--- src/rtl/rf_store_config.svh ---
`ifndef RF_STORE_CONFIG_SVH
`define RF_STORE_CONFIG_SVH

// ------------------------------------------------------------
// Register file geometry
// ------------------------------------------------------------
`define RF_DEPTH     512
`define RF_ADDR_W    9
`define RF_DATA_W    14

// ------------------------------------------------------------
// Command opcodes; the fourth encoding is reserved as illegal
// ------------------------------------------------------------
`define RF_OP_W      2
`define RF_OP_WRITE  2'd0
`define RF_OP_READ   2'd1
`define RF_OP_ADD    2'd2

// Credit pools, the command pool also sets the queue depth
`define CMD_CREDITS  4
`define RES_CREDITS  2
`define CRED_W       3

`endif

--- src/rtl/rf_store_pkg.sv ---
`include "rf_store_config.svh"

package rf_store_pkg;

    // Index into the 512-entry register file
    typedef logic [`RF_ADDR_W-1:0] rf_addr_t;

    // Stored word, also the width of every result word
    typedef logic [`RF_DATA_W-1:0] rf_data_t;

    // Command opcode as sent by the host
    typedef logic [`RF_OP_W-1:0] rf_op_t;

    // Holds either credit pool, the command pool needs 0 to 4
    typedef logic [`CRED_W-1:0] cred_cnt_t;

    // Execute FSM
    // IDLE picks up the head command, READ_WAIT sees the array output,
    // WRITE_BACK stores the sum of an ADD
    typedef enum logic [1:0] {
        IDLE       = 2'd0,
        READ_WAIT  = 2'd1,
        WRITE_BACK = 2'd2
    } exec_state_e;

endpackage

--- src/rtl/rf_result_out.sv ---
`timescale 1ns/1ps
`include "rf_store_config.svh"

module rf_result_out import rf_store_pkg::*; (
     input  logic     clk
    ,input  logic     rst_n

    // Result push from execute
    ,input  logic     res_push
    ,input  rf_data_t res_push_data
    ,input  logic     res_push_err

    // Credit return from the host
    ,input  logic     res_credit

    // Credit available towards execute
    ,output logic     res_slot

    // Registered result towards the host
    ,output logic     res_valid
    ,output rf_data_t res_data
    ,output logic     res_err
);

    cred_cnt_t res_cnt;

    // ------------------------------------------------------------
    // Result credit counter
    // ------------------------------------------------------------

    // Starts full, one credit per push, one back per host return
    // A push and a return in the same cycle cancel out
    always_ff @(posedge clk) begin
        if (!rst_n) begin
            res_cnt <= cred_cnt_t'(`RES_CREDITS);
        end else begin
            case ({res_push, res_credit})
                2'b10:   res_cnt <= res_cnt - 1'b1;
                2'b01:   res_cnt <= res_cnt + 1'b1;
                default: res_cnt <= res_cnt;
            endcase
        end
    end

    assign res_slot = (res_cnt != '0);

    // ------------------------------------------------------------
    // Output register
    // ------------------------------------------------------------

    // Valid is a single-cycle pulse per push
    always_ff @(posedge clk) begin
        if (!rst_n) begin
            res_valid <= 1'b0;
        end else begin
            res_valid <= res_push;
        end
    end

    // Data and error hold between pushes, only valid qualifies them
    always_ff @(posedge clk) begin
        if (res_push) begin
            res_data <= res_push_data;
            res_err  <= res_push_err;
        end
    end

endmodule

--- config.mk ---
export PLATFORM = sky130hd
export DESIGN_NAME = rf_result_out
export DESIGN_NICKNAME = d
export VERILOG_FILES = /design/src/rtl/rf_store_pkg.sv /design/src/rtl/rf_result_out.sv
export VERILOG_INCLUDE_DIRS = /design/src /design/src/rtl
export SDC_FILE = /design/constraint.sdc
export NUM_CORES = 1
export LEC_CHECK = 0
export ABC_AREA = 1
export ABC_CLOCK_PERIOD_IN_PS = 1680
export BUFFER_PORTS_ARGS = -buffer_cell sky130_fd_sc_hd__buf_2
export CAP_MARGIN = 25
export CORE_ASPECT_RATIO = 1.2
export CORE_MARGIN = 1.5
export CORE_UTILIZATION = 35
export CTS_CLUSTER_DIAMETER = 100
export DETAILED_ROUTE_END_ITERATION = 16
export GPL_TIMING_DRIVEN = 0
export PLACE_DENSITY = 0.65
export SLEW_MARGIN = 30
export SYNTH_ARGS = -nofsm -noshare
export SYNTH_HDL_FRONTEND = slang
export SYNTH_SLANG_ARGS = --single-unit
--- constraint.sdc ---
create_clock -name clk -period 1.68 [get_ports clk]
set_input_delay 0.084 -clock clk [delete_from_list [all_inputs] [get_ports clk]]
set_output_delay 0.084 -clock clk [all_outputs]
set_load 0.1 [all_outputs]
# Word-level counts from Yosys, hierarchy flattened
# Index checks and enable logic that the tools add are counted.
[totals]
output_inout_bits = 17
ram_bits = 0
romBits = 0
latch_bits = 0
elab_cells = 11
register_bits = 19
memories = 0
inputBits = 19
[op_classes]
n_eq_ne = 2
n_mul = 0
n_shift = 0
div_mod_pow = 0
reduce_logical = 2
add_sub_neg = 2
magnitude_cmp = 0
n_mux = 1
n_bitwise = 0
[ops]
columns = ["cell", "n"]
rows = [
  ["case mux 3 bit (2 select lines)", 1],
  ["adder 3 x 1 -> 3 bit, second input constant", 1],
  ["nonzero test 3 bit", 1],
  ["subtractor 3 x 1 -> 3 bit, second input constant", 1],
  ["== test 2 x 1 -> 1 bit, second input constant", 1],
  ["== test 2 bit, second input constant", 1],
  ["nonzero test 2 bit", 1],
]

# Logic depth before layout (Yosys ltp)
[depth]
depth_word = 2
ltp_mapped = 10
ltp_nobuf = 10

# Worst setup path after synthesis
# OpenSTA, ideal clock, no wires.
[synth_timing]
path_kind = "register -> register"
from = "reg res_cnt[0]"
to = "reg res_cnt[2]"
t_required_ps = 1570
period_less_slack_ps = 1140
path_slack_ps = 540
n_path_buf = 0
arrival_ps = 1030
path_stages_with_launch = 8
setup_time_ps = 110
cell_sequence = "dfxtp_1 fa_1 inv_1 nand2_1 nand3_1 nand2_1 inv_1 nor2_1"
[synth_via]
elab_chain_len = 2
elab_cells_between_ends = 3
classes_between = "2 x add/sub; 1 x mux"
[synth_rtl]
columns = ["element", "line_no", "source"]
rows = [
  ["start: declaration", "rf_result_out.sv:25", "cred_cnt_t res_cnt;"],
  ["start signal: assignment", "rf_result_out.sv:35", "res_cnt <= cred_cnt_t'(`RES_CREDITS);"],
  ["start signal: assignment", "rf_result_out.sv:38", "2'b10: res_cnt <= res_cnt - 1'b1;"],
  ["start signal: assignment", "rf_result_out.sv:39", "2'b01: res_cnt <= res_cnt + 1'b1;"],
  ["adder 3 x 1 -> 3 bit or subtractor 3 x 1 -> 3 bit (tied branches)", "rf_result_out.sv:39, rf_result_out.sv:38", ""],
  ["case mux 3 bit (2 select lines) (*)", "rf_result_out.sv:37", "case ({res_push, res_credit})"],
]
# Mark *: on every way between the ends. The rest lies on a longest branch, timed or not.
# A chain may end at the register's enable or synchronous reset.

# Worst setup path after layout
[layout_timing]
from = "reg res_cnt[0]"
to = "out res_slot"
[layout_via]
elab_chain_len = 1
[layout_rtl]
columns = ["element", "line_no", "source"]
rows = [
  ["nonzero test 3 bit", "rf_result_out.sv:45", "assign res_slot = (res_cnt != '0);"],
  ["end: declaration", "rf_result_out.sv:17", ",output logic res_slot"],
]
# Every way passes these cells.

==> reports/qor.yml <==
job:
  drv_cap: 0
sta:
  slew_headroom: 0.6722
  hold_violations: 0
  finalSetupViolCount: 0
  period_share: 0.7649
  min_period_ns: 1.285
  worst_pin_slew_ns: 0.4951
  fmax_mhz: 778.2
  slew_violations: 0
  rsz0062_at_grt: "no"
  setup_tns_ns: 0
  fin_skew_ns: 0.003255
cells_and_area:
  syn2layout_area_growth_pct: 57.12
  seq_area_um2: 530.5
  fillCellCount: 146
  fin_util: 0.5730
  antenna_cells: 0
  final_cell_area_um2: 1036
  nets: 120
  drive_gt1_frac: 0.4184
  multi_input_area_um2: 98.84
place:
  hpwl_um: 797.8
  io_buffers: 35
  globalplace.congestion: 0.8010
  placement.cell_area_um2: 858.3
clocking:
  cts-root-buf: "clkbuf_4"
  cts_tree: "done"
  ctsLongestPathBuffers: 2
  clk_pin_slew_ns: 0.09
  clk_latency_ns: 0.28
  cts_num_sinks: 19
  h-tree-depth: 1
  numCtsBuffers: 3
detailed_routing:
  vias: 531
  drtAntennaViolNets: 0
  route.top_layer_used: "met4"
  drt_wl_total_mm: 1.411
  wl_met2_um: 742
  wl_met1_um: 473
  viasPerCell: 4.538
  drtIter0Drc: 7
  drcViolationCount: 0
  wl_met3_um: 130
  post_drt_wl_per_cell_um: 12.06
  firstDrtPassIters: 4
power_and_ir_drop:
  p_clk_frac: 0.184
  leakagePower_nw: 0.4833
  p_sw_w: 0.0004417
  p_comb_frac: 0.329
  swShare: 0.3813
  seqPwrFrac: 0.487
  p_total_w: 0.001159
  power.density_nw_per_um2: 1118
  ir_worst_vdd_uv: 524.6
  p_int_w: 0.0007168
yosys:
  synthFlopType: "edfxtp_1"
  yosys.area.top_type: "edfxtp_1"
  synth_area_um2: 659.4
  synth-seq-area-share: 0.8046
  synth_area_leaders: "edfxtp_1 (68%), dfxtp_1 (12%), inv_1 (4.0%)"
  synthDistinctLibCells: 13
  synth_common_cells: "edfxtp_1 (15), inv_1 (7), nand2_1 (7)"
  synth_nets: 65
  ys.warnings.count: 0
  synth-edff-count: 15
  yosysMostFrequentCell: "edfxtp_1"
  syn_avg_cell_area_um2: 14.99
  yosys.area.top_type_share: 0.6831
  syn_inst: 44
  ys_ff_latch: 19
  async_reset_ff_frac: 0
worst_setup_path:
  worst-path-buf-inv: 2
  critical_path_class: "reg2out"
  crit_path_cell_trace: "inv_1 > nand2_1 > buf_2"
  start_kind: "flop"
  cpMaxStageDelayCell: "buf_2"
  cp_top_family: "buffers and inverters"
  reg2reg_slack_ns: 0.46
  crit_required_ns: 1.60
  max_stage_delay_ns: 0.41
  end_kind: "primary output"
  arrival_ns: 1.20
  path_max_fanout: 3
floorplan:
  core_area_um2: 1808
  io_pins: 36
  die_w_um: 42.62
  fp-row-count: 17
  die-height_um: 50.55
  dieArea_um2: 2154
  initial_core_util: 0.3647
global_route:
  grt_pass1_wl_mm: 2.208
  grt_usage: 0.1427
  grt_pass1_vias: 517
  grt_max_degree: 18
  overflow: 0
  grt_antenna_before_repair: 0
min_path:
  min_path_type: "in2reg"
run_status:
  status: "complete, no violations"
==> path summary, 6_finish.rpt <==
path / startpoint / to / cells past startpoint
setup reg to reg: res_cnt[0]$_SDFFE_PN0P_ / res_cnt[2]$_SDFFE_PN0P_ / 7
setup / recovery: res_cnt[0]$_SDFFE_PN0P_ / res_slot / 3
hold / removal: rst_n / res_cnt[1]$_SDFFE_PN1P_ / 2
hold reg to reg: res_cnt[0]$_SDFFE_PN0P_ / res_cnt[0]$_SDFFE_PN0P_ / 2
==> metrics by stage <==
step           std cells  worst slack, ns  hold slack [ns]
2_1_floorplan         44           0.5405           0.1681
3_3_place_gp          98           0.2428           0.2612
3_5_place_dp          98           0.1890           0.2631
4_1_cts              117           0.3760          0.01630
5_1_grt              117           0.3139          0.01864
6_report             117           0.3950          0.02179
==> cell type report <==
cell class	instances	area share
sequential	19	0.5121
timing repair buffer	50	0.3140
multi-input combinational	17	0.09541
inverter	8	0.02899
tap	19	0.02295
clock buffer	3	0.02174
clock inverter	1	0.004831
==> logic make-up after synthesis <==
family	Yosys count	share of synthesized area
flip-flops	19	0.8046
AND/OR/NAND/NOR	13	0.08541
buffers and inverters	8	0.04554
AO/OA/AOI/OAI	2	0.01517
adder cells (fa/ha/maj)	2	0.04933
==> layout by cell type, fill, tap and decap left out, drive strengths merged <==
master       instances
clkinv               1
o21ai                1
ha                   1
nand4                1
nor2                 2
dfxtp                4
nand3                2
fa                   1
buf                 35
edfxtp              15
clkbuf               3
dlygate4sd3         15
a21oi                1
inv                  8
nand2                8
==> state kept, by name, summed over array words and instances (netlist names) <==
| signal | flops |
|---|---|
| res_cnt | 3 |
| res_data | 14 |
| res_err | 1 |
| res_valid | 1 |
==> power groups by stage <==
| stage | registers, W | logic, W | clock network (W) |
|---|---|---|---|
| floorplan | 0.000797 | 0.0000636 | 0 |
| global placement | 0.000573 | 0.000347 | 0 |
| detailed placement | 0.000574 | 0.000351 | 0 |
| CTS | 0.000564 | 0.000379 | 0.000225 |
| global route | 0.000569 | 0.000399 | 0.000243 |
| finish | 0.000564 | 0.000381 | 0.000214 |
==> routing by layer <==
layer,GRT usage,up-vias
li1,-,256
met1,0.1253,236
met2,0.2727,33
met3,0.03597,6
met4,0.09375,0
met5,0,-
==> what timing repair did <==
action | CTS | global route
setup endpoints to repair | 0 | 0
buffers inserted | 0 | 0
endpoints found under the hold margin | 15 | 0
hold buffers | 15 | 0
resized for setup | 0 | 0
(Power assumes the default switching activity.)
