### config.mk
export PLATFORM = sky130hd
export DESIGN_NAME = rf_cmd_decode
export DESIGN_NICKNAME = d
export VERILOG_FILES = /design/src/rtl/rf_store_pkg.sv /design/src/rtl/rf_cmd_decode.sv
export VERILOG_INCLUDE_DIRS = /design/src /design/src/rtl
export SDC_FILE = /design/constraint.sdc
export NUM_CORES = 1
export LEC_CHECK = 0
export BUFFER_PORTS_ARGS = -buffer_cell sky130_fd_sc_hd__buf_2
export CAP_MARGIN = 20
export CORE_MARGIN = 4
export CORE_UTILIZATION = 33
export CTS_CLUSTER_DIAMETER = 50
export DETAILED_ROUTE_END_ITERATION = 8
export SETUP_SLACK_MARGIN = 0.1
export SYNTH_ARGS = -nofsm -noshare
export SYNTH_HDL_FRONTEND = slang
export SYNTH_SLANG_ARGS = --single-unit
### constraint.sdc
create_clock -name clk -period 2.15 [get_ports clk]
set_input_delay 0.215 -clock clk [delete_from_list [all_inputs] [get_ports clk]]
set_output_delay 0.215 -clock clk [all_outputs]
set_load 0.1 [all_outputs]
### src/rtl/rf_store_config.svh
`ifndef RF_STORE_CONFIG_SVH
`define RF_STORE_CONFIG_SVH

// ------------------------------------------------------------
// Register file geometry
// ------------------------------------------------------------
`define RF_DEPTH     512
`define RF_ADDR_W    9
`define RF_DATA_W    14

// ------------------------------------------------------------
// Command opcodes; the fourth encoding is reserved as illegal
// ------------------------------------------------------------
`define RF_OP_W      2
`define RF_OP_WRITE  2'd0
`define RF_OP_READ   2'd1
`define RF_OP_ADD    2'd2

// Credit pools, the command pool also sets the queue depth
`define CMD_CREDITS  4
`define RES_CREDITS  2
`define CRED_W       3

`endif

### src/rtl/rf_store_pkg.sv
`include "rf_store_config.svh"

package rf_store_pkg;

    // Index into the 512-entry register file
    typedef logic [`RF_ADDR_W-1:0] rf_addr_t;

    // Stored word, also the width of every result word
    typedef logic [`RF_DATA_W-1:0] rf_data_t;

    // Command opcode as sent by the host
    typedef logic [`RF_OP_W-1:0] rf_op_t;

    // Holds either credit pool, the command pool needs 0 to 4
    typedef logic [`CRED_W-1:0] cred_cnt_t;

    // Execute FSM
    // IDLE picks up the head command, READ_WAIT sees the array output,
    // WRITE_BACK stores the sum of an ADD
    typedef enum logic [1:0] {
        IDLE       = 2'd0,
        READ_WAIT  = 2'd1,
        WRITE_BACK = 2'd2
    } exec_state_e;

endpackage

### src/rtl/rf_cmd_decode.sv
`timescale 1ns/1ps
`include "rf_store_config.svh"

module rf_cmd_decode import rf_store_pkg::*; (
     input  logic     clk
    ,input  logic     rst_n

    // Credited command input from the host
    ,input  logic     cmd_valid
    ,input  rf_op_t   cmd_op
    ,input  rf_addr_t cmd_addr
    ,input  rf_data_t cmd_data
    ,output logic     cmd_credit

    // Decoded head of queue towards execute
    ,output logic     dec_valid
    ,output logic     dec_write
    ,output logic     dec_read
    ,output logic     dec_add
    ,output logic     dec_illegal
    ,output rf_addr_t dec_addr
    ,output rf_data_t dec_data
    ,input  logic     exec_pop
);

    localparam int PTR_W = $clog2(`CMD_CREDITS);

    // ------------------------------------------------------------
    // Queue storage and pointers
    // ------------------------------------------------------------

    rf_op_t            q_op   [`CMD_CREDITS];
    rf_addr_t          q_addr [`CMD_CREDITS];
    rf_data_t          q_data [`CMD_CREDITS];

    logic [PTR_W-1:0]  wr_ptr;
    logic [PTR_W-1:0]  rd_ptr;
    cred_cnt_t         q_cnt;
    rf_op_t            head_op;

    // Entry payload is written without reset, the count tells what is live
    always_ff @(posedge clk) begin
        if (cmd_valid) begin
            q_op[wr_ptr]   <= cmd_op;
            q_addr[wr_ptr] <= cmd_addr;
            q_data[wr_ptr] <= cmd_data;
        end
    end

    // Pointers wrap at the queue depth, which need not be a power of two
    always_ff @(posedge clk) begin
        if (!rst_n) begin
            wr_ptr <= '0;
            rd_ptr <= '0;
        end else begin
            if (cmd_valid) begin
                wr_ptr <= (wr_ptr == PTR_W'(`CMD_CREDITS - 1)) ? '0 : wr_ptr + 1'b1;
            end
            if (exec_pop) begin
                rd_ptr <= (rd_ptr == PTR_W'(`CMD_CREDITS - 1)) ? '0 : rd_ptr + 1'b1;
            end
        end
    end

    // Occupancy, a push and a pop in one cycle leave it unchanged
    // The host never pushes into a full queue while it honours its credits
    always_ff @(posedge clk) begin
        if (!rst_n) begin
            q_cnt <= '0;
        end else begin
            case ({cmd_valid, exec_pop})
                2'b10:   q_cnt <= q_cnt + 1'b1;
                2'b01:   q_cnt <= q_cnt - 1'b1;
                default: q_cnt <= q_cnt;
            endcase
        end
    end

    // ------------------------------------------------------------
    // Head decode
    // ------------------------------------------------------------

    assign dec_valid = (q_cnt != '0);
    assign head_op   = q_op[rd_ptr];
    assign dec_addr  = q_addr[rd_ptr];
    assign dec_data  = q_data[rd_ptr];

    // One-hot flags, all low when the queue is empty
    assign dec_write   = dec_valid && (head_op == `RF_OP_WRITE);
    assign dec_read    = dec_valid && (head_op == `RF_OP_READ);
    assign dec_add     = dec_valid && (head_op == `RF_OP_ADD);
    assign dec_illegal = dec_valid && !(dec_write || dec_read || dec_add);

    // One credit back to the host in the cycle after each pop
    always_ff @(posedge clk) begin
        if (!rst_n) begin
            cmd_credit <= 1'b0;
        end else begin
            cmd_credit <= exec_pop;
        end
    end

endmodule

# Word-level counts from Yosys, hierarchy flattened
# Memory sizes are Yosys's and may differ from the RTL's. A register that Yosys moved wholly into a read port is not among the register bits.
# Cells that the tools add are included.
word_totals:
  input_bits: 29
  register_bits: 8
  ram_bits: 100
  n_memories: 3
  out_inout_bits: 29
op_classes:
  n_reduce_logical: 10
  eq_ne: 6
  add_sub_neg: 4
  n_mux: 11
mem_list:
  columns: ["memory", "depth", "word_bits", "read_ports", "rd_ports_with_merged_regs", "wr", "line", "source"]
  rows:
  - ["q_data", 4, 14, 1, 1, 1, "rf_cmd_decode.sv:34", "rf_data_t q_data [`CMD_CREDITS];"]
  - ["q_addr", 4, 9, 1, 1, 1, "rf_cmd_decode.sv:33", "rf_addr_t q_addr [`CMD_CREDITS];"]
  - ["q_op", 4, 2, 1, 1, 1, "rf_cmd_decode.sv:32", "rf_op_t q_op [`CMD_CREDITS];"]
op_table:
  columns: ["operator", "n"]
  rows:
  - ["$mux W2", 8]
  - ["$eq A2 B2 Y1 const B", 4]
  - ["$pmux W3 S2", 1]
  - ["$add A2 B1 Y2 const B", 2]
  - ["$eq A2 B1 Y1 const B", 2]
  - ["$logic_and A1 B1 Y1", 4]
  - ["$add A3 B1 Y3 const B", 1]
  - ["$reduce_bool A3 Y1", 1]
  - ["$sub A3 B1 Y3 const B", 1]
  - ["$logic_not A2 Y1", 1]
  - ["$logic_or A1 B1 Y1", 2]
  - ["$mux W1", 2]
  - ["$reduce_bool A2 Y1", 1]
  - ["$logic_not A1 Y1", 1]

# Longest topological paths before layout
logic_depth:
  ltp_word: 6
  ltp_mapped: 6
  ltp_nobuf: 6

# Least setup slack after synthesis
# No wires, ideal clock.
synth_path:
  path_type: "register to output"
  start: "register q_cnt[0]"
  end: "output dec_add"
  stages_incl_launch_ff: 5
  slack_ns: -1.608
  required_ns: 1.935
  arrival_ns: 3.543
  path_buffers: 0
  path_cell_list: "dfxtp_1 -> nor3_1 -> inv_1 -> nand2_1 -> o32ai_1"
synth_via:
  elab_chain_cells: 2
synth_rtl:
  columns: ["item", "line", "source"]
  rows:
  - ["start, declared", "rf_cmd_decode.sv:38", "cred_cnt_t q_cnt;"]
  - ["start signal, assigned", "rf_cmd_decode.sv:72", "2'b10: q_cnt <= q_cnt + 1'b1;"]
  - ["start signal, assigned", "rf_cmd_decode.sv:73", "2'b01: q_cnt <= q_cnt - 1'b1;"]
  - ["start signal, assigned", "rf_cmd_decode.sv:74", "default: q_cnt <= q_cnt;"]
  - ["$reduce_bool A3 Y1", "rf_cmd_decode.sv:83", "assign dec_valid = (q_cnt != '0);"]
  - ["named net dec_valid", "rf_cmd_decode.sv:16", ",output logic dec_valid"]
  - ["$logic_and A1 B1 Y1", "rf_cmd_decode.sv:91", "assign dec_add = dec_valid && (head_op == `RF_OP_ADD);"]
  - ["end, declared", "rf_cmd_decode.sv:19", ",output logic dec_add"]
# The timed path passes the listed nets, and every way through them passes these cells.

==> metrics.csv <==
metric,value,unit
min_period_over_period,0.911,
portBuffers,57,
cts-root-buf,clkbuf_16,
finalCriticalPeriod,1960,ps
leakage,1.79,nW
syn_nets,225,
relSlewSlack,0.683,
antenna_found_initial,0,
power,5.12,mW
outcome,"finished, final reports clean",
crit_path_max_incr_delay,480,ps
viasPerCell,4.53,
dpl_cell_area,4980,um^2
vdd_drop_max,0.000525,V
required,1930,ps
tightest_slew,463,ps
grt_usage,0.111,
first_pass_iters,3,
seq_area_frac_synth,0.767,
fp-row-count,40,
cts_tree,done,
synth_warnings,0,
ys_ff_latch,110,
drc,0,
synth_top_area_frac,0.719,
fin_nets,298,
grt_max_degree,26,
tns,0,ps
worst_setup_path_end_kind,primary output,
vias,1971,
maxCapViolations,0,
netlist_top_cells_area,"edfxtp_1 72%, mux4_2 12%, dfxtp_1 4.8%",
dieArea,14500,um^2
syn2layout_area_growth,26.5,%
critPathLaunchType,register,
die_h,120,um
syn_inst,189,
dp.cells,419,
io_pins,58,
syn_avg_cell_area,22.1,um^2
crit_type,register to primary output,
fin_skew,4.80,ps
place.gp.congestion,0.689,
design_area,5280,um^2
first_iter_violations,158,
post_cts_buffers,0,
slew_violations,0,
clk_latency,340,ps
wl,7.45,mm
fp.dieW,120,um
grt_first_pass_wirelength,11.9,mm
arrival,1740,ps
cts_buffer_depth,2,
timing.hold.ws,85.6,ps
grt_pass1_vias,2118,
core_area,12200,um^2
setup_violations,0,
dp_hpwl,5.01,mm
clk_pin_slew,70,ps
hold_violations,0,
synth_area,4180,um^2
layout-drive-gt1-share,0.423,
cts.sinks,110,
fillers,1109,
cts_max_level,3,
ant_nets,0,
path_cells,buf_12 > mux4_2 > buf_2,
yosys.area.top_type,edfxtp_1,
fmax,0.510,GHz
cpMaxStageDelayCell,mux4_2,
numCtsBuffers,9,
diodes,0,
wl_per_cell,17.1,um
critPathMaxFanout,9,
grt-ovfl-total,0,
power_density,970,nW/um^2
rsz0062_at_grt,false,
synthDistinctLibCells,27,
stdcell_count,435,
start_util,0.342,
hold_class,input port to register,
## state kept, by name, indices dropped and copies added (netlist names), named ones only
signal / flops
q_op: 8
wr_ptr: 2
cmd_credit: 1
q_data: 56
rd_ptr: 2
q_cnt: 3
q_addr: 36
## repair_timing
item | in CTS | in global routing
hold buffers | 0 | 0
setup endpoints to repair | 17 | 8
endpoints found under the hold margin | 0 | 0
resized for setup | 10 | 11
pin swaps | 0 | 0
## worst max-delay path: cells and delay by family (launching register included)
kind / cells / cell delay, ps
mux: 1 / 480
buf+inv: 2 / 470
flops: 1 / 440
## power breakdown
group	total, mW	internal, mW	switching [mW]
Sequential	2.47	2.43	0.0414
Clock	1.45	0.782	0.664
Combinational	1.20	0.372	0.831
## cell type report
cell class	instances	area, um^2	area share
sequential	110	3210	0.608
multi-input combinational	69	980	0.186
timing repair buffer	68	612	0.116
clock buffer	14	244	0.0462
tap	168	210	0.0398
inverter	4	15.0	0.00284
clock inverter	2	8.76	0.00166
## layout by cell type (no fill, tap or decap), types with 2 or more instances in the layout
cell type and count:
and2_1 2, and2_2 4, buf_12 14, buf_2 31, buf_4 20, clkbuf_1 5
clkbuf_16 9, clkbuf_4 2, dfxtp_1 8, dfxtp_4 2, edfxtp_1 100, ha_1 6
inv_1 3, mux2i_1 8, mux4_2 22, nand2_1 3, nor2b_1 5, o32ai_4 4
xnor2_1 2
## layer usage
layer	routed length (um)	GRT usage	vias to the layer above
met2	3760	0.178	48
met3	384	0.0402	9
met5	0	0	-
met4	102	0.0382	0
li1	-	-	914
met1	3210	0.140	1000
## stage by stage
stage | setup slack, ps | util
6_report | 191 | 0.432
3_3_place_gp | 410 | 0.408
4_1_cts | 123 | 0.431
3_5_place_dp | 392 | 0.408
5_1_grt | 100 | 0.432
2_1_floorplan | -23.4 | -
## final timing paths
kind	cells after the start	start	slack, ps	end
worst max-delay path	3	register	190	dec_addr[5]
worst min-delay path	1	cmd_data[11]	90	q_data[0][11]$_DFFE_PP_
worst max register to register	4	wr_ptr[0]$_SDFFE_PN0P_	540	q_addr[0][2]$_DFFE_PP_
worst min register to register	2	q_cnt[2]$_SDFFE_PN0P_	520	q_cnt[2]$_SDFFE_PN0P_
## cells by family (layout without fill, tap and decap cells)
group	Yosys count	after routing	share of synthesized area
mux	32	32	0.147
simple gates	21	21	0.0291
fa+ha+maj	7	7	0.0228
buf+inv	10	88	0.0174
xor+xnor	2	2	0.00420
compound gates	7	7	0.0126
flops	110	110	0.767
## Yosys cell counts
cell type	instances
fa_1	1
nor2b_1	5
mux2_2	1
mux2i_1	8
buf_2	3
mux4_2	22
nand2_1	3
ha_1	6
xnor2_1	2
o21ai_0	1
nor3_1	1
inv_1	4
buf_12	1
buf_6	2
nor3b_1	1
nand2b_1	1
or3_1	1
a21boi_0	1
or2_2	1
mux4_1	1
o32ai_1	4
a21oi_1	1
nor2_1	1
edfxtp_1	100
and2_1	6
dfxtp_1	10
or2_1	1
No activity file was read; power rests on OpenSTA's default activity.
