$ cat config.mk
export PLATFORM = sky130hd
export DESIGN_NAME = rf_cmd_execute
export DESIGN_NICKNAME = d
export VERILOG_FILES = /design/src/rtl/rf_store_pkg.sv /design/src/rtl/rf_cmd_execute.sv
export VERILOG_INCLUDE_DIRS = /design/src /design/src/rtl
export SDC_FILE = /design/constraint.sdc
export NUM_CORES = 1
export LEC_CHECK = 0
export ABC_AREA = 1
export BUFFER_PORTS_ARGS = -buffer_cell sky130_fd_sc_hd__clkbuf_2
export CORE_MARGIN = 1
export CORE_UTILIZATION = 50
export DETAILED_ROUTE_END_ITERATION = 16
export HOLD_SLACK_MARGIN = 0.15
export PLACE_DENSITY = 0.8
export SETUP_SLACK_MARGIN = 0.2
export SLEW_MARGIN = 20
export SYNTH_ARGS = -nofsm -noshare
export SYNTH_HDL_FRONTEND = slang
export SYNTH_SLANG_ARGS = --single-unit
$ cat constraint.sdc
create_clock -name clk -period 4.1 [get_ports clk]
set_input_delay 0.41 -clock clk [delete_from_list [all_inputs] [get_ports clk]]
set_output_delay 0.41 -clock clk [all_outputs]
set_load 0.1 [all_outputs]
$ cat src/rtl/rf_store_config.svh
`ifndef RF_STORE_CONFIG_SVH
`define RF_STORE_CONFIG_SVH

// ------------------------------------------------------------
// Register file geometry
// ------------------------------------------------------------
`define RF_DEPTH     512
`define RF_ADDR_W    9
`define RF_DATA_W    14

// ------------------------------------------------------------
// Command opcodes; the fourth encoding is reserved as illegal
// ------------------------------------------------------------
`define RF_OP_W      2
`define RF_OP_WRITE  2'd0
`define RF_OP_READ   2'd1
`define RF_OP_ADD    2'd2

// Credit pools, the command pool also sets the queue depth
`define CMD_CREDITS  4
`define RES_CREDITS  2
`define CRED_W       3

`endif

$ cat src/rtl/rf_store_pkg.sv
`include "rf_store_config.svh"

package rf_store_pkg;

    // Index into the 512-entry register file
    typedef logic [`RF_ADDR_W-1:0] rf_addr_t;

    // Stored word, also the width of every result word
    typedef logic [`RF_DATA_W-1:0] rf_data_t;

    // Command opcode as sent by the host
    typedef logic [`RF_OP_W-1:0] rf_op_t;

    // Holds either credit pool, the command pool needs 0 to 4
    typedef logic [`CRED_W-1:0] cred_cnt_t;

    // Execute FSM
    // IDLE picks up the head command, READ_WAIT sees the array output,
    // WRITE_BACK stores the sum of an ADD
    typedef enum logic [1:0] {
        IDLE       = 2'd0,
        READ_WAIT  = 2'd1,
        WRITE_BACK = 2'd2
    } exec_state_e;

endpackage

$ cat src/rtl/rf_cmd_execute.sv
`timescale 1ns/1ps

module rf_cmd_execute import rf_store_pkg::*; (
     input  logic     clk
    ,input  logic     rst_n

    // Head of the command queue
    ,input  logic     dec_valid
    ,input  logic     dec_write
    ,input  logic     dec_read
    ,input  logic     dec_add
    ,input  logic     dec_illegal
    ,input  rf_addr_t dec_addr
    ,input  rf_data_t dec_data
    ,output logic     exec_pop

    // Result credit available
    ,input  logic     res_slot

    // Register file ports
    ,output logic     we
    ,output rf_addr_t waddr
    ,output rf_data_t wdata
    ,output logic     re
    ,output rf_addr_t raddr
    ,input  rf_data_t rdata

    // Result push towards the output stage
    ,output logic     res_push
    ,output rf_data_t res_push_data
    ,output logic     res_push_err
);

    exec_state_e state;
    exec_state_e state_nxt;

    // Set while the command in flight is an ADD
    logic        is_add_q;
    rf_addr_t    addr_q;
    rf_data_t    addend_q;
    rf_data_t    sum_q;
    rf_data_t    sum;

    logic        idle_write;
    logic        idle_illegal;
    logic        idle_rd_issue;

    // ------------------------------------------------------------
    // Issue decisions in IDLE
    // ------------------------------------------------------------

    // A WRITE needs no result credit, everything else waits for one
    assign idle_write    = (state == IDLE) && dec_write;
    assign idle_illegal  = (state == IDLE) && dec_illegal && res_slot;
    assign idle_rd_issue = (state == IDLE) && (dec_read || dec_add) && res_slot;

    assign exec_pop = dec_valid && (idle_write || idle_illegal || idle_rd_issue);

    // Sum wraps at the word width
    assign sum = rdata + addend_q;

    // ------------------------------------------------------------
    // Register file drive
    // ------------------------------------------------------------

    // The write port is shared by a plain WRITE and the ADD write back
    assign we    = idle_write || (state == WRITE_BACK);
    assign waddr = (state == WRITE_BACK) ? addr_q : dec_addr;
    assign wdata = (state == WRITE_BACK) ? sum_q : dec_data;

    assign re    = idle_rd_issue;
    assign raddr = dec_addr;

    // ------------------------------------------------------------
    // Result push
    // ------------------------------------------------------------

    // READ and ADD both report in READ_WAIT, so both reach the output
    // in the same cycle; the ADD store follows one cycle later
    assign res_push      = idle_illegal || (state == READ_WAIT);
    assign res_push_err  = idle_illegal;
    assign res_push_data = (state != READ_WAIT) ? '0 :
                           (is_add_q ? sum : rdata);

    // ------------------------------------------------------------
    // FSM
    // ------------------------------------------------------------

    always_comb begin
        state_nxt = state;
        case (state)
            IDLE:       if (idle_rd_issue) state_nxt = READ_WAIT;
            READ_WAIT:  state_nxt = is_add_q ? WRITE_BACK : IDLE;
            WRITE_BACK: state_nxt = IDLE;
            default:    state_nxt = IDLE;
        endcase
    end

    always_ff @(posedge clk) begin
        if (!rst_n) begin
            state    <= IDLE;
            is_add_q <= 1'b0;
        end else begin
            state <= state_nxt;
            if (idle_rd_issue) begin
                is_add_q <= dec_add;
            end
        end
    end

    // Operands of the command in flight
    always_ff @(posedge clk) begin
        if (idle_rd_issue) begin
            addr_q   <= dec_addr;
            addend_q <= dec_data;
        end
        if (state == READ_WAIT) begin
            sum_q <= sum;
        end
    end

endmodule

======== After elaboration in Yosys (flattened, before gate mapping) ========
Index checks and enable logic that the tools add are counted.
word-level totals
  flip-flop bits (word level) ............. 40
  output and inout port bits .............. 51
operators by class
  add/sub/neg operators ................... 1
  eq/ne operators ......................... 4
  muxes and demuxes ....................... 7
  reductions and logical operators ........ 12
operators with widths
  operator                                                                  number
  14-bit two-way mux                                                        3
  14-bit adder                                                              1
  9-bit two-way mux                                                         1
  1-bit logical AND                                                         6
  1-bit logical OR                                                          5
  2-bit two-way mux                                                         2
  2-bit one-hot mux with 2 select lines                                     1
  2-bit by 1-bit == test with 1-bit output (second input constant)          1
  2-bit == test (second input constant)                                     1
  2-bit logical NOT                                                         1
  2-bit by 1-bit inequality test with 1-bit output (second input constant)  1
  2-bit inequality test (second input constant)                             1

======== Longest topological paths before layout ========
Gate-level depths: netlist of run 1.
  word-level depth ........................ 6
  mapped depth ............................ 11
  mapped depth without buffers ............ 11

======== Least setup slack after synthesis of run 1 ========
OpenSTA, ideal clock, no wires.
  path type ............................... register to output
  from .................................... register state[1]
  to ...................................... output port exec_pop
  data arrival time ....................... 5.587 ns
  data required time ...................... 3.690 ns
  path slack .............................. -1.897 ns
  stages on the path, launching flop included .. 6
  buffers on the path ..................... 0
  cells stage by stage .................... dfxtp_1 > nor2_1 > nand2_1 > o21ai_0 > o21ai_0 > inv_1
RTL lines
  what                            RTL line               source
  start, declared                 rf_cmd_execute.sv:34   exec_state_e state;
  start signal, assigned          rf_cmd_execute.sv:104  state <= state_nxt;
  2-bit logical NOT               rf_cmd_execute.sv:55   assign idle_rd_issue = (state == IDLE) && (dec_read || dec_add) && res_slot;
  1-bit logical AND (2 in a row)  rf_cmd_execute.sv:55
  named net re                    rf_cmd_execute.sv:24   ,output logic re
  1-bit logical OR                rf_cmd_execute.sv:57   assign exec_pop = dec_valid && (idle_write || idle_illegal || idle_rd_issue);
  1-bit logical AND               rf_cmd_execute.sv:57
  end, declared                   rf_cmd_execute.sv:15   ,output logic exec_pop
The timed path passes the listed nets, and every way through them passes these cells.

======== Worst setup path after layout of run 1 ========
  from .................................... register addend_q[0]
  to ...................................... output port res_push_data[12]
between the ends
  longest elaborated chain between the ends .. 3
RTL lines
  what                    RTL line               source
  start, declared         rf_cmd_execute.sv:40   rf_data_t addend_q;
  start signal, assigned  rf_cmd_execute.sv:115  addend_q <= dec_data;
  14-bit adder            rf_cmd_execute.sv:60   assign sum = rdata + addend_q;
  14-bit two-way mux      rf_cmd_execute.sv:83   (is_add_q ? sum : rdata);
  14-bit two-way mux      rf_cmd_execute.sv:82   assign res_push_data = (state != READ_WAIT) ? '0 :
  end, declared           rf_cmd_execute.sv:30   ,output rf_data_t res_push_data
Every way passes these cells.

==> results.md, run 1 <==
* TritonCTS clock tree: yes
* Vias in the first global route at 2103
* Initial Util at 52.2%
* Port-buffer cells at 95
* R2r startpoint: addend_q[0]
* Sw Share at 38.4%
* Worst skew pair latency at 300 ps
* # fillers at 450
* P_int at 0.000836 W
* Clock Power Share at 28.5%
* Pre-Repair DR Iteration Count at 4
* F_max at 349 MHz
* Setup CP Type: reg -> out
* RSZ-0062 raised after global routing: no
* Slew @ Worst Pin at 1040 ps
* CP peak stage delay at 450 ps
* Syn Nets at 374
* Setup Viol. Count Final at 0
* GRT Overall Usage at 21.4%
* Crit-path leading delay family: adder cells
* Setup TNS at 0 ps
* Hold Path Sink: addend_q[2]
* Vias at 2294
* Relative slew slack at 30.8%
* Gate Count Post-Synth at 315
* Flops & latches, synth at 40
* Die Ht at 75.2 um
* First-pass GRT wire length at 9000 um
* Root Buffer Master: clkbuf_8
* Max-slew violations at 0
* Unique masters post-synth at 26
* Placed Area at 3160 um^2
* Largest net degree at the start of global routing at 25
* Critical-path cell list: ha_1 > fa_1 > nand3_1 > nand2_2 > nand3_1 > nand4_1 > nand3_1 > nand2_1 > inv_1 > clkbuf_2
* HPWL Detailed at 4200 um
* Die width at 75.2 um
* Share of cells above drive strength 1 at 33.0%
* Fraction of the yosys area taken by sequential cells at 43.7%
* Most frequent cell on the critical path: nand3_1
* Post-route minimum period at 2860 ps
* Finished Cell Area at 3290 um^2
* CP max-delay cell: fa_1
* Cells on Worst Hold Path at 1
* Reg2Reg Capture Point: sum_q[12]
* Combinational fraction of design power at 34.6%
* Final Hold Fails at 0
* Flop pwr share at 36.9%
* Initial antenna violation count at 0
* Overflow after GRT at 0
* Diodes inserted at 0
* Register-to-register setup slack at 2260 ps
* Synth Area per Inst at 8.51 um^2
* Area grow syn2layout at 22.8%
* Final Wtd Congestion at 0.902
* TritonCTS Buffers at 5
* Final Cycle Share at 69.9%
* I/O Pins at 96
* Critical path peak fanout at 4
* Mapped cell area at 2680 um^2
* Leakage power at 1.74 nW
* Post-CTS setup buffers at 0
* WP data required at 3690 ps
* R2R cell count at 8
* Crit path buf inv count at 2
* Clk_skew at 11.7 ps
* Post-DR wirelength/cell at 12.0 um
* Post-synth top area cell: edfxtp_1
* Row cnt at 26
* Status: complete, no violations
* Startpoint types: flip-flop
* Resized cells post-CTS at 0
* Total wire length at 5710 um
* Post-DRT Antenna Nets at 0
* Synth warn at 0
* Max clock buf depth at 2
* Worst EP arrival at 2450 ps
* Nets at 464
* Core Region at 5140 um^2
* H-tree Lvls at 2
* CTS Hold Bufs at 0
* Die Footprint at 5660 um^2
* Via-per-instance ratio at 4.82
* PwrDens at 412 nW/um^2
* Drt initial violations at 71
* Top cell type's share of synthesized area at 41.4%
* Crit. End Element: output port
* Clk sink count at 40
* Maximum vdd drop at 0.281 mV
* Worst hold path type: in -> reg
* P_sw at 0.000520 W
* Max-cap violations at 0
* Clock slew at reported path FFs at 90 ps
* Hold path start: dec_data[2]
* Synth area leaders: edfxtp_1 (41%), nand2_1 (11%), mux2_2 (9.7%), inv_1 (7.3%), ha_1 (6.1%)
* Post-route DRC violation count at 0
[worst max-delay path by stage]
| stage | from | end | slack [ps] | cells after the start |
|---|---|---|---|---|
| after floorplan | state[0] | res_push_data[0] | 730 | 5 |
| after global placement | rdata[0] | res_push_data[12] | 1450 | 11 |
| after detailed placement | rdata[0] | res_push_data[8] | 1400 | 11 |
| after CTS | addend_q[0] | res_push_data[8] | 1220 | 10 |
| after global routing | addend_q[0] | res_push_data[8] | 1080 | 10 |
| final | addend_q[0] | res_push_data[12] | 1240 | 10 |
[flip-flops by register name, summed over array words and instances, names as in the netlist]
name,count
addend_q,14
state,2
sum_q,14
addr_q,9
is_add_q,1
[power groups by stage]
stage	combinational [W]	sequential (W)	clock (W)
floorplan	0.000393	0.000503	0
CTS	0.000472	0.000501	0.000392
global route	0.000506	0.000503	0.000407
global placement	0.000464	0.000509	0
detailed placement	0.000469	0.000509	0
finish	0.000470	0.000500	0.000386
[stage by stage]
step | total power, W | utilization, % | worst slack, ps | instances | hold WS (ps)
5_1_grt | 0.00142 | 64.1 | 1080 | 476 | 291
3_5_place_dp | 0.000979 | 61.5 | 1400 | 468 | 566
2_1_floorplan | 0.000896 | - | 733 | 315 | 509
6_report | 0.00136 | 64.1 | 1240 | 476 | 293
3_3_place_gp | 0.000972 | 61.5 | 1450 | 468 | 545
4_1_cts | 0.00137 | 64.1 | 1220 | 476 | 290
[metal layers]
metal / wire length [um] / GRT usage, % / up-vias
met5: 0 / 0 / -
met4: 84 / 7.00 / 0
met3: 394 / 4.95 / 10
met2: 2680 / 37.1 / 93
met1: 2550 / 26.5 / 1004
li1: - / - / 1187
[synthesized netlist by cell type (all sizes together)]
library cell   n
nand3         19
dfxtp          3
a21oi          9
fa             1
mux2          23
xor2           5
nand4          3
clkbuf         2
nor2          37
nor3           1
a21o           1
o21ai         10
nand2         84
inv           52
edfxtp        37
xnor2          2
buf           12
a31oi          1
ha            13
[cell usage in the layout, fill, tap and decap left out, types with 2 or more instances in the layout]
cell type  netlist  layout
clkbuf_2         0      95
nand2_1         82      82
inv_1           52      52
edfxtp_1        37      37
nor2_1          36      36
mux2_2          23      23
nand3_1         18      18
ha_1            13      13
a21oi_1          9       9
o21ai_0          7       6
clkbuf_8         1       5
nand4_1          3       3
xor2_1           3       3
o21ai_1          3       3
dfxtp_1          3       3
xnor2_1          2       2
nand2_2          2       2
xor2_2           2       2
bufinv_16        0       2
buf_4           10       2
[cell type report]
cell class	count	area (um^2)	share of cell area (%)
timing repair buffer	97	490	14.9
multi-input combinational	209	1220	36.9
sequential	40	1170	35.6
inverter	52	195	5.93
tap	70	87.6	2.66
clock inverter	2	60.1	1.82
clock buffer	6	72.6	2.20
[cell families after synthesis]
logic type | count (synthesis) | synth area share (%)
adders and majority gates | 14 | 6.81
AOI/OAI and AO/OA | 21 | 4.06
and+or+nand+nor | 144 | 21.8
xor gates and xnor gates | 7 | 2.85
DFF | 40 | 43.7
muxes | 23 | 9.66
buffers and inverters | 66 | 11.1
[worst register-to-register path: stages (launching register included)]
cell	delay, ps
edfxtp_1	370
ha_1	230
fa_1	450
nand3_1	140
nand2_2	100
nand3_1	110
nand3_1	80
nand2_1	80
nand2_1	60
(Power assumes the default switching activity.)
==> run 2: changes to the inputs <==
==> constraint.sdc (replaced) <==
create_clock -name clk -period 2.8 [get_ports clk]
set_input_delay 0.28 -clock clk [delete_from_list [all_inputs] [get_ports clk]]
set_output_delay 0.28 -clock clk [all_outputs]
set_load 0.1 [all_outputs]
==> run 2 against run 1 <==
Effect of this change: final cell count rose by 0.42%; hold slack worse by 130 ps; core utilization is 4.9 points higher; die area unchanged; global-route usage grew 1.2 points; wire length increased by 5.3%; clock power is 34% higher; critical path type unchanged; largest cell class unchanged; largest power group is now combinational logic; highest routed layer unchanged.
==> results.md, run 2 (synthesis results as in run 1) <==
* Status: complete, no violations
* Core Region at 5140 um^2 (unchanged)
* Largest regs: addend_q: 14 flops, sum_q: 14 flops, addr_q: 9 flops
* Post-route minimum period at 2460 ps
* Leakage power at 1.81 nW (+3.9%)
* HPWL Detailed at 4510 um (+7.4%)
* Worst hold path type: in -> reg
* Root Buffer Master: clkbuf_8
* Crit. End Element: output port
* Setup TNS at 0 ps (unchanged)
* Share of cells above drive strength 1 at 34.8% (+1.8 points)
* Pre-Repair DR Iteration Count at 4 (unchanged)
* R2r startpoint: addend_q[0]
* Initial Util at 52.2% (unchanged)
* Clock slew at reported path FFs at 80 ps (about the same)
* Via-per-instance ratio at 4.94 (+2.5%)
* Nets at 466 (+0.43%)
* Max clock buf depth at 2 (unchanged)
* # fillers at 417 (-7.3%)
* Setup Viol. Count Final at 0 (unchanged)
* GRT Overall Usage at 22.7% (+1.2 points)
* Final core utilization at 69.0% (+4.9 points)
* Post-route DRC violation count at 0 (unchanged)
* Overflow after GRT at 0 (unchanged)
* Initial antenna violation count at 0 (unchanged)
* RSZ-0062 raised after global routing: no
* WP data required at 2520 ps (-1170 ps)
* TritonCTS clock tree: yes
* H-tree Lvls at 2 (unchanged)
* Setup CP Type: reg -> out
* Final Wtd Congestion at 0.871 (-3.4%)
* Final Hold Fails at 0 (unchanged)
* Highest-count cells in the layout ignoring fill and taps: nand2_1 (82), clkbuf_2 (80), inv_1 (52), edfxtp_1 (37), nor2_1 (35)
* Maximum vdd drop at 0.376 mV (+34%)
* Worst EP arrival at 2180 ps (-270 ps)
* Post-DRT Antenna Nets at 0 (unchanged)
* Die Ht at 75.2 um (unchanged)
* Max-cap violations at 0 (unchanged)
* CP peak stage delay at 380 ps (-70 ps)
* Largest net degree at the start of global routing at 17 (-32%)
* CP max-delay cell: fa_2
* F_max at 407 MHz
* Die Footprint at 5660 um^2 (unchanged)
* Sequential Area at 1170 um^2 (unchanged)
* Clk sink count at 40 (unchanged)
* Diodes inserted at 0 (unchanged)
* Die width at 75.2 um (unchanged)
* CTS Hold Bufs at 0 (unchanged)
* Area occupied by multi-input gates at 1240 um^2 (+2.0%)
* Port-buffer cells at 95 (unchanged)
* Drt initial violations at 113 (+59%)
* Pre-CTS worst setup slack at 597 ps (-806 ps)
* PwrDens at 562 nW/um^2 (+36%)
* Hold_ws at 162 ps (-131 ps)
* Critical path peak fanout at 4 (unchanged)
* Relative slew slack at 59.1% (+28 points)
* Total wire length at 6010 um (+5.3%)
* Max-slew violations at 0 (unchanged)
* Startpoint types: flip-flop
* Vias in the first global route at 2146 (+2.0%)
* Most frequent cell on the critical path: nand2_1
* TritonCTS Buffers at 5 (unchanged)
* Final Cycle Share at 87.8%
* Vias at 2362 (+3.0%)
* I/O Pins at 96 (unchanged)
* Post-DR wirelength/cell at 12.6 um (+4.9%)
* Critical Path Source: addend_q[0]
* First-pass GRT wire length at 9360 um (+3.9%)
* Pwr Total at 0.00199 W (+47%)
* Most common cell after layout, fill and taps aside: nand2_1
* Row cnt at 26 (unchanged)
* Slew @ Worst Pin at 613 ps (-422 ps)
* Clk_skew at 4.07 ps (-7.66 ps)
* Worst skew pair latency at 300 ps (about the same)
* Critical-path cell list: ha_1 > fa_2 > nand3_1 > nand2_2 > nand2_1 > nand2_1 > xor2_2 > o21ai_1 > inv_1 > buf_12
* Worst setup margin at 341 ps (-895 ps)
* Area grow syn2layout at 32.2%
* Hold path start: dec_data[3]
[run 2: changes by cell type in the layout (fill, tap and decap cells not counted), moves of 2 or more]
cell      previous run  this run
a21oi_1              9         7
buf_4                2         4
clkbuf_2            95        80
buf_12               0        15
a21oi_2              0         2
[run 2: area by class of cell]
class                   instances  area share [%]
well taps                      70            2.47
multi-input cells             209            35.0
clock inverters                 2            1.09
flip-flops and latches         40            33.0
clock buffers                   6            2.33
repair buffers                 99            20.6
inverters                      52            5.50
[run 2: path summary, 6_finish.rpt]
kind / slack [ps] / endpoint / depth (start not counted)
worst max-delay path: 340 / res_push_data[8] / 10
worst min-delay path: 160 / addend_q[3] / 1
worst max register to register: 1010 / sum_q[12] / 8
worst min register to register: 580 / sum_q[0] / 1
[run 2: power breakdown]
part           total [W]  leakage [nW]  switching (W)  internal (W)
combinational   0.000747          1.38       0.000551      0.000196
sequential      0.000729         0.375      0.0000163      0.000713
clock           0.000516        0.0614       0.000224      0.000292
total            0.00199          1.81       0.000791       0.00120
[run 2: timing repair]
action                     CTS  global route
setup endpoints to repair    0             2
gates resized for setup      0             1
setup buffers                0             0
[run 2: stage by stage]
stage / instances / instance area [um^2]
after floorplan: 315 / 2710
after global placement: 470 / 3420
after detailed placement: 470 / 3420
after CTS: 478 / 3540
after global routing: 478 / 3550
final: 478 / 3550
[run 2: per-layer routing]
layer | share of wire, % | GRT usage [%] | wire, um | up-vias
met2 | 48 | 40.1 | 2880 | 87
met3 | 6.0 | 5.89 | 361 | 7
met5 | 0 | 0 | 0 | -
li1 | - | - | - | 1194
met1 | 45 | 26.6 | 2700 | 1074
met4 | 1.1 | 8.02 | 67 | 0
[run 2: critical path: cells and delay by family, from the launching register on]
family                     cells  cell delay (ps)
DFF                            1              370
and+or+nand+nor                4              370
adders and majority gates      2              610
xor gates and xnor gates       1              150
AOI/OAI and AO/OA              1              120
buffers and inverters          2              250
